`src/source/cpu_defs.svh`:
```
`ifndef CPU_DEFS_SVH
`define CPU_DEFS_SVH

// first instruction fetch after reset.
`define RESET_VECTOR 32'hBFC00000

// a jump to this address stops the CPU.
`define HALT_ADDR 32'h00000000

// general purpose registers, $0 included.
`define REG_COUNT 32

// the bus only moves whole words.
`define BYTE_ENABLE_ALL 4'b1111

// $ra, written by JAL.
`define RA_INDEX 5'd31

`endif

```
`src/source/mipsPkg.sv`:
```
package mipsPkg;

    typedef logic [31:0] word_t;

    typedef enum logic [5:0] {
        OP_RTYPE = 6'h00,
        OP_J     = 6'h02,
        OP_JAL   = 6'h03,
        OP_BEQ   = 6'h04,
        OP_BNE   = 6'h05,
        OP_ADDIU = 6'h09,
        OP_SLTI  = 6'h0A,
        OP_SLTIU = 6'h0B,
        OP_ANDI  = 6'h0C,
        OP_ORI   = 6'h0D,
        OP_XORI  = 6'h0E,
        OP_LUI   = 6'h0F,
        OP_LW    = 6'h23,
        OP_SW    = 6'h2B
    } opcode_e;

    typedef enum logic [5:0] {
        F_SLL  = 6'h00,
        F_SRL  = 6'h02,
        F_JR   = 6'h08,
        F_ADDU = 6'h21,
        F_SUBU = 6'h23,
        F_AND  = 6'h24,
        F_OR   = 6'h25,
        F_XOR  = 6'h26,
        F_SLT  = 6'h2A,
        F_SLTU = 6'h2B
    } funct_e;

    // one instruction word, three ways of reading it.
    typedef union packed {
        struct packed {
            opcode_e    opcode;
            logic [4:0] rs;
            logic [4:0] rt;
            logic [4:0] rd;
            logic [4:0] shamt;
            funct_e     funct;
        } rView;
        struct packed {
            opcode_e     opcode;
            logic [4:0]  rs;
            logic [4:0]  rt;
            logic [15:0] imm16;
        } iView;
        struct packed {
            opcode_e     opcode;
            logic [25:0] target26;
        } jView;
    } instr_t;

    typedef enum logic [3:0] {
        ALU_ADD,
        ALU_SUB,
        ALU_AND,
        ALU_OR,
        ALU_XOR,
        ALU_SLT,
        ALU_SLTU,
        ALU_SLL,
        ALU_SRL,
        ALU_LUI
    } aluOp_e;

    typedef enum logic [1:0] {PC_SEQ, PC_BRANCH, PC_JUMP, PC_JREG} pcSel_e;
    typedef enum logic [1:0] {DST_RT, DST_RD, DST_RA} regDst_e;
    typedef enum logic [1:0] {WB_ALU, WB_MEM, WB_PC4} wbSel_e;
    typedef enum logic {B_REG, B_IMM} bSrc_e;

    typedef enum logic [1:0] {FETCH, EXEC1, EXEC2, HALTED} cpuState_e;

    typedef struct packed {
        logic    irLoad;
        logic    pcLoad;
        pcSel_e  pcSel;
        aluOp_e  aluOp;
        bSrc_e   aluBSrc;
        logic    extSigned;
        logic    regWrite;
        regDst_e regDstSel;
        wbSel_e  wbSel;
        logic    memRead;
        logic    memWrite;
        logic    addrFromAlu;
        logic    takeBranchEq;
        logic    takeBranchNe;
    } ctrl_t;

endpackage

```
`src/source/aluUnit.sv`:
```
`timescale 1ns/100ps

module aluUnit import mipsPkg::*; (
    input  word_t      opA,
    input  word_t      opB,
    input  logic [4:0] shamt,
    input  aluOp_e     op,
    output word_t      result,
    output logic       zero
);

    logic ltSigned;
    logic ltUnsigned;

    assign ltSigned   = ($signed(opA) < $signed(opB));
    assign ltUnsigned = (opA < opB);

    always_comb begin
        case (op)
            ALU_ADD: begin
                result = opA + opB;
            end
            ALU_SUB: begin
                result = opA - opB;
            end
            ALU_AND: begin
                result = opA & opB;
            end
            ALU_OR: begin
                result = opA | opB;
            end
            ALU_XOR: begin
                result = opA ^ opB;
            end
            ALU_SLT: begin
                result = {31'b0, ltSigned};
            end
            ALU_SLTU: begin
                result = {31'b0, ltUnsigned};
            end
            ALU_SLL: begin
                result = opB << shamt;     // shifts act on rt.
            end
            ALU_SRL: begin
                result = opB >> shamt;
            end
            ALU_LUI: begin
                result = {opB[15:0], 16'h0000};
            end
            default: begin
                result = '0;
            end
        endcase
    end

    // operand equality, for BEQ and BNE.
    assign zero = (opA == opB);

endmodule

```
`src/source/controlUnit.sv`:
```
`timescale 1ns/100ps
`include "cpu_defs.svh"

module controlUnit import mipsPkg::*; (
    input  logic      clk,
    input  logic      arstN,
    input  logic      waitRequest,
    input  instr_t    instr,
    input  logic      aluZero,
    input  word_t     jumpTarget,
    output cpuState_e state,
    output ctrl_t     ctrl,
    output logic      read,
    output logic      write,
    output logic      active
);

    cpuState_e stateNext;
    ctrl_t     dec;         // what the instruction needs, before state gating.
    logic      isJump;
    logic      branchTaken;

    // decode through the union views.
    always_comb begin
        dec           = '0;
        dec.pcSel     = PC_SEQ;
        dec.aluOp     = ALU_ADD;
        dec.aluBSrc   = B_IMM;
        dec.regDstSel = DST_RT;
        dec.wbSel     = WB_ALU;
        case (instr.iView.opcode)
            OP_RTYPE: begin
                dec.aluBSrc   = B_REG;
                dec.regDstSel = DST_RD;
                dec.regWrite  = 1'b1;
                case (instr.rView.funct)
                    F_ADDU: dec.aluOp = ALU_ADD;
                    F_SUBU: dec.aluOp = ALU_SUB;
                    F_AND:  dec.aluOp = ALU_AND;
                    F_OR:   dec.aluOp = ALU_OR;
                    F_XOR:  dec.aluOp = ALU_XOR;
                    F_SLT:  dec.aluOp = ALU_SLT;
                    F_SLTU: dec.aluOp = ALU_SLTU;
                    F_SLL:  dec.aluOp = ALU_SLL;
                    F_SRL:  dec.aluOp = ALU_SRL;
                    F_JR: begin
                        dec.regWrite = 1'b0;
                        dec.pcSel    = PC_JREG;
                    end
                    default: dec.regWrite = 1'b0;  // unknown funct runs as a nop.
                endcase
            end
            OP_ADDIU: begin
                dec.regWrite  = 1'b1;
                dec.extSigned = 1'b1;
            end
            OP_SLTI: begin
                dec.regWrite  = 1'b1;
                dec.extSigned = 1'b1;
                dec.aluOp     = ALU_SLT;
            end
            OP_SLTIU: begin
                dec.regWrite  = 1'b1;
                dec.extSigned = 1'b1;   // sign extended, then compared unsigned.
                dec.aluOp     = ALU_SLTU;
            end
            OP_ANDI: begin
                dec.regWrite = 1'b1;
                dec.aluOp    = ALU_AND;
            end
            OP_ORI: begin
                dec.regWrite = 1'b1;
                dec.aluOp    = ALU_OR;
            end
            OP_XORI: begin
                dec.regWrite = 1'b1;
                dec.aluOp    = ALU_XOR;
            end
            OP_LUI: begin
                dec.regWrite = 1'b1;
                dec.aluOp    = ALU_LUI;
            end
            OP_LW: begin
                dec.regWrite  = 1'b1;
                dec.extSigned = 1'b1;
                dec.wbSel     = WB_MEM;
                dec.memRead   = 1'b1;
            end
            OP_SW: begin
                dec.extSigned = 1'b1;
                dec.memWrite  = 1'b1;
            end
            OP_BEQ: begin
                dec.aluBSrc      = B_REG;
                dec.aluOp        = ALU_SUB;
                dec.takeBranchEq = 1'b1;
            end
            OP_BNE: begin
                dec.aluBSrc      = B_REG;
                dec.aluOp        = ALU_SUB;
                dec.takeBranchNe = 1'b1;
            end
            OP_J: dec.pcSel = PC_JUMP;
            OP_JAL: begin
                dec.pcSel     = PC_JUMP;
                dec.regWrite  = 1'b1;
                dec.regDstSel = DST_RA;
                dec.wbSel     = WB_PC4;
            end
            default: ;
        endcase
    end

    assign branchTaken = (dec.takeBranchEq && aluZero) || (dec.takeBranchNe && !aluZero);
    assign isJump      = (dec.pcSel == PC_JUMP) || (dec.pcSel == PC_JREG);

    // enables only in the state where each register may change.
    always_comb begin
        ctrl             = dec;
        ctrl.irLoad      = (state == FETCH);
        ctrl.pcLoad      = (state == EXEC2) ||
                           (state == EXEC1 && !(dec.memRead || dec.memWrite));
        ctrl.regWrite    = dec.regWrite &&
                           ((state == EXEC1 && !dec.memRead) || (state == EXEC2 && dec.memRead));
        ctrl.memRead     = (state == EXEC2) && dec.memRead;
        ctrl.memWrite    = (state == EXEC2) && dec.memWrite;
        ctrl.addrFromAlu = (state == EXEC2);
        if (branchTaken) begin
            ctrl.pcSel = PC_BRANCH;
        end
    end

    always_comb begin
        stateNext = state;
        case (state)
            FETCH: begin
                if (!waitRequest) begin
                    stateNext = EXEC1;
                end
            end
            EXEC1: begin
                if (dec.memRead || dec.memWrite) begin
                    stateNext = EXEC2;
                end else if (isJump && jumpTarget == `HALT_ADDR) begin
                    stateNext = HALTED;
                end else begin
                    stateNext = FETCH;
                end
            end
            EXEC2: begin
                if (!waitRequest) begin
                    stateNext = FETCH;
                end
            end
            default: stateNext = HALTED;   // no way out but reset.
        endcase
    end

    always_ff @(posedge clk or negedge arstN) begin
        if (!arstN) begin
            state <= FETCH;
        end else begin
            state <= stateNext;
        end
    end

    // no strobe while reset is held.
    assign read   = arstN && ((state == FETCH) || ctrl.memRead);
    assign write  = ctrl.memWrite;
    assign active = (state != HALTED);

endmodule

```
`src/source/dataPath.sv`:
```
`timescale 1ns/100ps
`include "cpu_defs.svh"

module dataPath import mipsPkg::*; (
    input  logic       clk,
    input  logic       arstN,
    input  logic       waitRequest,
    input  word_t      readData,
    input  cpuState_e  state,
    input  ctrl_t      ctrl,
    output instr_t     instr,
    output logic       aluZero,
    output word_t      jumpTarget,
    output word_t      registerV0,
    output word_t      address,
    output word_t      writeData,
    output logic [3:0] byteEnable
);

    word_t      pc;
    word_t      pcPlus4;
    word_t      branchTarget;
    word_t      pcNext;
    word_t      rsValue;
    word_t      rtValue;
    word_t      immExt;
    word_t      aluB;
    word_t      aluResult;
    word_t      wbValue;
    logic [4:0] wbAddr;
    logic       hold;       // bus transfer still pending.

    assign hold = waitRequest && (state == FETCH || state == EXEC2);

    // pc still points at the current instruction during EXEC.
    assign pcPlus4      = pc + 32'd4;
    assign branchTarget = pcPlus4 + {{14{instr.iView.imm16[15]}}, instr.iView.imm16, 2'b00};
    assign immExt       = ctrl.extSigned ? {{16{instr.iView.imm16[15]}}, instr.iView.imm16}
                                         : {16'h0000, instr.iView.imm16};

    assign jumpTarget = (ctrl.pcSel == PC_JREG) ? rsValue
                                                : {pcPlus4[31:28], instr.jView.target26, 2'b00};

    always_comb begin
        case (ctrl.pcSel)
            PC_BRANCH: pcNext = branchTarget;
            PC_JUMP,
            PC_JREG:   pcNext = jumpTarget;
            default:   pcNext = pcPlus4;
        endcase
    end

    assign aluB = (ctrl.aluBSrc == B_IMM) ? immExt : rtValue;

    always_comb begin
        case (ctrl.regDstSel)
            DST_RD:  wbAddr = instr.rView.rd;
            DST_RA:  wbAddr = `RA_INDEX;
            default: wbAddr = instr.rView.rt;
        endcase
    end

    always_comb begin
        case (ctrl.wbSel)
            WB_MEM:  wbValue = readData;   // sampled on the completing edge.
            WB_PC4:  wbValue = pcPlus4;
            default: wbValue = aluResult;
        endcase
    end

    always_ff @(posedge clk or negedge arstN) begin
        if (!arstN) begin
            pc    <= `RESET_VECTOR;
            instr <= '0;               // decodes as a nop.
        end else if (!hold) begin
            if (ctrl.irLoad) begin
                instr <= readData;
            end
            if (ctrl.pcLoad) begin
                pc <= pcNext;
            end
        end
    end

    regFile regFile_inst (
        .clk       (clk),
        .arstN     (arstN),
        .readAddrA (instr.rView.rs),
        .readAddrB (instr.rView.rt),
        .writeAddr (wbAddr),
        .writeEn   (ctrl.regWrite && !hold),
        .writeData (wbValue),
        .readDataA (rsValue),
        .readDataB (rtValue),
        .regV0     (registerV0)
    );

    aluUnit aluUnit_inst (
        .opA    (rsValue),
        .opB    (aluB),
        .shamt  (instr.rView.shamt),
        .op     (ctrl.aluOp),
        .result (aluResult),
        .zero   (aluZero)
    );

    // effective address comes from the ALU for LW and SW.
    assign address    = ctrl.addrFromAlu ? aluResult : pc;
    assign writeData  = rtValue;
    assign byteEnable = `BYTE_ENABLE_ALL;

endmodule

```
`src/source/mipsCpuBus.sv`:
```
`timescale 1ns/100ps

module mipsCpuBus import mipsPkg::*; (
    input  logic       clk,
    input  logic       arstN,
    output logic       active,
    output word_t      registerV0,

    input  logic       waitRequest,
    input  word_t      readData,
    output word_t      address,
    output logic       read,
    output logic       write,
    output word_t      writeData,
    output logic [3:0] byteEnable
);

    cpuState_e state;
    ctrl_t     ctrl;
    instr_t    instr;       // instruction register, decoded by the control unit.
    logic      aluZero;
    word_t     jumpTarget;  // checked against the halt address.

    controlUnit controlUnit_inst (
        .clk         (clk),
        .arstN       (arstN),
        .waitRequest (waitRequest),
        .instr       (instr),
        .aluZero     (aluZero),
        .jumpTarget  (jumpTarget),
        .state       (state),
        .ctrl        (ctrl),
        .read        (read),
        .write       (write),
        .active      (active)
    );

    dataPath dataPath_inst (
        .clk         (clk),
        .arstN       (arstN),
        .waitRequest (waitRequest),
        .readData    (readData),
        .state       (state),
        .ctrl        (ctrl),
        .instr       (instr),
        .aluZero     (aluZero),
        .jumpTarget  (jumpTarget),
        .registerV0  (registerV0),
        .address     (address),
        .writeData   (writeData),
        .byteEnable  (byteEnable)
    );

endmodule

```
`src/source/regFile.sv`:
```
`timescale 1ns/100ps
`include "cpu_defs.svh"

module regFile import mipsPkg::*; (
    input  logic       clk,
    input  logic       arstN,
    input  logic [4:0] readAddrA,
    input  logic [4:0] readAddrB,
    input  logic [4:0] writeAddr,
    input  logic       writeEn,
    input  word_t      writeData,
    output word_t      readDataA,
    output word_t      readDataB,
    output word_t      regV0
);

    word_t regs [`REG_COUNT];

    always_ff @(posedge clk or negedge arstN) begin
        if (!arstN) begin
            for (int i = 0; i < `REG_COUNT; i++) begin
                regs[i] <= '0;
            end
        end else if (writeEn && writeAddr != 5'd0) begin
            regs[writeAddr] <= writeData;
        end
    end

    // $zero is hardwired.
    assign readDataA = (readAddrA == 5'd0) ? '0 : regs[readAddrA];
    assign readDataB = (readAddrB == 5'd0) ? '0 : regs[readAddrB];
    assign regV0     = regs[2];

endmodule

```
`config.mk`:
```
export PLATFORM = sky130hd
export DESIGN_NAME = mipsCpuBus
export DESIGN_NICKNAME = d
export VERILOG_FILES = /design/src/source/mipsPkg.sv /design/src/source/aluUnit.sv /design/src/source/controlUnit.sv /design/src/source/dataPath.sv /design/src/source/mipsCpuBus.sv /design/src/source/regFile.sv
export VERILOG_INCLUDE_DIRS = /design/src /design/src/source
export SDC_FILE = /design/constraint.sdc
export NUM_CORES = 2
export LEC_CHECK = 0
export BUFFER_PORTS_ARGS = -buffer_cell sky130_fd_sc_hd__buf_2
export CORE_MARGIN = 4
export CORE_UTILIZATION = 55
export CTS_CLUSTER_DIAMETER = 30
export DETAILED_ROUTE_END_ITERATION = 8
export PLACE_DENSITY = 0.74
export SLEW_MARGIN = 20
export SYNTH_ARGS = -nofsm -noshare
export SYNTH_HDL_FRONTEND = slang
export SYNTH_SLANG_ARGS = --single-unit
```
`constraint.sdc`:
```
create_clock -name clk -period 5.9 [get_ports clk]
set_clock_uncertainty 0.1 [all_clocks]
set_input_delay 0.59 -clock clk [delete_from_list [all_inputs] [get_ports clk]]
set_output_delay 0.59 -clock clk [all_outputs]
set_load 0.05 [all_outputs]
```
==> results of run 1 <==
## stage by stage
step / instances / area, um2 / hold slack (ns)
after floorplan: 6888 / 72400 / 0.194
after global placement: 9628 / 86200 / 0.281
after detailed placement: 9630 / 86200 / 0.283
after CTS: 10194 / 97200 / 0.0380
## synthesized netlist by cell type (all sizes together), types with 36 or more instances
master / n
a211oi: 41
a21oi: 209
a221oi: 83
a22oi: 98
a31oi: 62
and2: 40
buf: 224
clkbuf: 470
dfrtp: 1081
ha: 131
inv: 119
mux2: 683
mux2i: 516
mux4: 350
nand2: 616
nand3: 127
nand4: 82
nor2: 439
nor3: 83
nor4: 72
o211ai: 36
o21ai: 495
o22ai: 195
o31ai: 94
xnor2: 48
## cell families after synthesis
| family | count (synthesis) | synth area share [%] |
|---|---|---|
| adder cells (fa/ha/maj) | 134 | 2.35 |
| flip-flops | 1090 | 37.8 |
| other | 1 | 0.00520 |
| buffers and inverters | 815 | 5.03 |
| AO/OA/AOI/OAI | 1614 | 14.6 |
| XOR/XNOR | 65 | 0.789 |
| AND/OR/NAND/NOR | 1617 | 10.5 |
| multiplexers | 1549 | 28.9 |
## timing repair
action                                  in CTS
pin swaps                                   53
resized for setup                          357
gates cloned                                10
hold buffers                                27
hold endpoints to repair                    94
endpoints found under the setup margin     929
setup buffers                              108
## per-layer routing
layer  overflow  track usage [%]
met1         10             81.7
met2         54             93.3
met3         13             73.0
met4         64             79.9
met5          1             47.3
==> metrics.csv, run 1 <==
metric,value,unit
status,stopped before the end,
Failed at,global routing (5_1_grt),
Run Error,[ERROR GRT-0232] Routing congestion too high. Check the congestion heatmap in the GUI.,
grt total ovfl,142,
Post-synth EDFFs,0,
Yosys warnings,0,
num rows,132,
io pins,138,
sequential share of the synthesized area,37.8,%
cell types occupying the most area after synthesis,"dfrtp_1, mux4_2, mux2_2",
Detail Placement HPWL,282000,um
CTS Buffer Depth,3,
most common flop cell mapped by yosys,dfrtp_1,
largest net degree at the start of global routing,175,
post-synth top area cell,dfrtp_1,
Root Driver,clkbuf_16,
Port Buf Inserts,133,
"flops & latches, synth",1090,
CTS buffer count,224,
Yosys cell types,106,
Sink Count,1090,
Initial Util,55.5,%
asr flop ratio synth,100,%
Die Wd,370,um
Die Span Y,370,um
Global Route Usage Sum,81.9,%
Final Wtd Congestion,1.20,
Synth Instances,6885,
Mapped Area,72200,um2
Synth top area share,37.5,%
syn avg cell area,10.5,um2
H-tree level count,4,
Post-Place Worst Slack,-0.938,ns
==> run 2, diff against run 1 <==
Settings changed: CORE_UTILIZATION 55 to 40, CTS_CLUSTER_DIAMETER 30 to default, PLACE_DENSITY 0.74 to default, PLACE_DENSITY_LB_ADDON from default to 0.15.
Clock period 5.9 ns to 7.7 ns, I/O delays scaled along.
==> run 2 against run 1 <==
  * The flow now finishes, with violations (setup timing)
  * Synthesized area stayed put
  * Synthesized cell count unchanged
==> metrics.csv, run 2 <==
metric,value,unit,change
Final Non-Filler Cells,9536,,
io pins,138,,unchanged
fillers,16836,,
Largest register FFs,992,,
Clock Latency Late Sink,0.82,ns,
Root Driver,clkbuf_16,,unchanged
Cells on Worst Hold Path,2,,
grt total ovfl,0,,
Synth top area share,37.5,%,unchanged
Vias/cell,6.71,,
Die Span Y,433,um,was 370 um
most common flop cell mapped by yosys,dfrtp_1,,unchanged
Yosys cell types,106,,unchanged
Leak,36.8,nW,
drt pass-1 iters,9,,
final hold viol count,0,,
synthesized-area fraction occupied by adder cells,2.35,%,unchanged
final setup violation count,2,,
DRC Markers,0,,
Synth Area in Compound Gates,14.6,%,unchanged
r2r worst-path depth,26,,
num rows,155,,was 132
initial antenna violation count,35,,
P_int,0.0151,W,
wire length per cell,39.8,um,
Final Wtd Congestion,1.10,,was 1.20
vias post-DR,64012,,
Setup crit end kind,primary output,,
XOR/XNOR share of the synthesized area,0.789,%,unchanged
Initial Util,40.3,%,was 55.5%
Post-DRT Antenna Nets,0,,
most used standard cell by instance count after synthesis,dfrtp_1,,unchanged
Reg-to-Reg End,dataPath_inst.regFile_inst.regs[789],,
Worst EP arrival,7.04,ns,
"Cell Chain, Critical Path",nand2b_1 > o21ai_0 > a31oi_2 > buf_4 > nor2_1 > nand2_1 > nor3_1 > a21oi_1 > o31ai_1 > nor4_2 > buf_4 > o21ai_0 > buf_2,,
"Largest delay share family, worst path",compound AO/OA/AOI/OAI gates,,
CTS tree,done,,
mux cell area share after synthesis,28.9,%,unchanged
failing checks,setup timing,,
DR iter-0 viols,7987,,
Setup crit start kind,flip-flop,,
most frequent cells in the layout,"dfrtp_1, mux2_2, nand2_1, buf_4, mux2i_1",,
Global Route Usage Sum,39.6,%,
Finished Core Util,46.9,%,
Worst Max-Slew Pin Slew,1.23,ns,
max-slew violation count,0,,
WP data required,6.83,ns,
layout cells sized above 1,31.6,%,
"flops & latches, synth",1090,,unchanged
Sink Count,1090,,unchanged
Critical Path Max Stage Delay,0.76,ns,
sequential share of the synthesized area,37.8,%,unchanged
largest family of logic cells by synthesized area,multiplexers,,unchanged
RSZ-0062 raised after global routing,no,,
Critical Path Source,dataPath_inst.instr[31],,
Final Critical Period,7.91,ns,
flop2flop setup slack,0.86,ns,
post-synth top area cell,dfrtp_1,,unchanged
Post-synth EDFFs,0,,unchanged
sw frac,44.9,%,
Crit. path cell count,13,,
Max-slew headroom,17.1,%,
Clock power frac,23.9,%,
switching pwr,0.0123,W,
first-pass GRT wire length,518000,um,
simple logic cell fraction of the synthesized area,10.5,%,unchanged
Core Region,179000,um2,
Nets,7238,,
Port Buf Inserts,133,,unchanged
Bufs and invs on worst path,3,,
"commonest non-fill, non-tap cell in the layout",dfrtp_1,,
fmax,0.126,GHz,
clock transition at the registers of the reported paths,0.06,ns,
largest net degree at the start of global routing,151,,
Mapped Area,72200,um2,unchanged
Setup crit end,address[4],,
worst hold path type,primary input to flip-flop,,
cell types occupying the most area after synthesis,"dfrtp_1, mux4_2, mux2_2",,unchanged
CTS Buffer Depth,3,,unchanged
Die Wd,433,um,was 370 um
fin crit share,103,%,
Critical R2R Launch,dataPath_inst.instr[17],,
DP Cell Count,9222,,was 9630
pwr/cell area,327,nW/um2,
Die ar.,187000,um2,
number of max-cap violations,0,,
combinational group share of total power,48.4,%,
Crit Path Max Fanout,8,,
syn avg cell area,10.5,um2,unchanged
final wirelength,380000,um,
Setup WS post-layout,-0.215,ns,
Detail Placement HPWL,280000,um,was 282000 um
total power,0.0275,W,
synth cell count leaders,"dfrtp_1, mux2_2, nand2_1, mux2i_1, clkbuf_1",,unchanged
Post-Place Worst Slack,-0.242,ns,was -0.938 ns
Crit Path Category,flip-flop to primary output,,
Reg with most FFs,dataPath_inst.regFile_inst.regs,,
vias in the first global route,61743,,
peak supply drop,0.000185,V,
Synth Instances,6885,,unchanged
area grow syn2layout,16.4,%,
Yosys warnings,0,,unchanged
status,"finished, violations left",,was stopped before the end
CTS buffer count,133,,was 224
CP max stage cell,nor2_1,,
H-tree level count,4,,unchanged
register share of total power,27.7,%,
asr flop ratio synth,100,%,unchanged
-- run 2: repair_timing --
action,CTS,global route
setup endpoints to repair,60,18
pin swaps,15,14
hold buffers,1,0
hold endpoints to repair,60,0
gates cloned,1,5
resized for setup,67,67
setup buffers,41,19
-- run 2: per-stage QoR --
step	setup TNS, ns	hold WS (ns)	area [um2]
floorplan	0	0.341	72200
detailed placement	-0.481	0.284	78200
finish	-0.291	0.105	84000
global placement	-18.62	0.279	78200
CTS	0	0.0530	83400
global route	0	0.103	84000
-- run 2: power groups by stage --
stage               clock network, W  registers [W]  logic, W
global placement                   0        0.00767    0.0124
floorplan                          0        0.00722   0.00750
finish                       0.00656        0.00762    0.0133
global route                 0.00687        0.00773    0.0137
CTS                          0.00667        0.00759    0.0127
detailed placement                 0        0.00770    0.0124
-- run 2: worst min-delay path by stage --
stage	startpoint	endpoint	slack, ns
floorplan	dataPath_inst.regFile_inst.regs[1007]	dataPath_inst.regFile_inst.regs[1007]	0.34
global placement	dataPath_inst.regFile_inst.regs[1007]	dataPath_inst.regFile_inst.regs[1007]	0.28
detailed placement	dataPath_inst.regFile_inst.regs[993]	dataPath_inst.regFile_inst.regs[993]	0.28
CTS	readData[23]	dataPath_inst.instr[23]	0.05
global route	readData[25]	dataPath_inst.instr[25]	0.10
finish	readData[23]	dataPath_inst.instr[23]	0.10
-- run 2: kinds of logic after synthesis --
logic type,after synthesis
adder cells (fa/ha/maj),134
other,1
buffers and inverters,815
multiplexers,1549
AND/OR/NAND/NOR,1617
AO/OA/AOI/OAI,1614
flip-flops,1090
XOR/XNOR,65
-- run 2: cell type report --
type | instances | area [um2] | share of cell area [%]
repair buffers | 740 | 6310 | 7.51
flip-flops and latches | 1090 | 27300 | 32.5
clock inverters | 45 | 579 | 0.690
well taps | 2355 | 2950 | 3.51
clock buffers | 188 | 3920 | 4.66
multi-input cells | 4983 | 42500 | 50.5
inverters | 121 | 458 | 0.545
diodes | 14 | 35.0 | 0.0417
-- run 2: per-layer routing --
layer / global-route usage [%] / vias to the layer above / share of wire [%]
met5: 0 / - / 0.019
met4: 21.8 / 12 / 6.7
met3: 11.1 / 906 / 10
met2: 57.5 / 3756 / 42
met1: 53.4 / 33082 / 41
li1: - / 26256 / -
No activity file was read; power rests on OpenSTA's default activity.
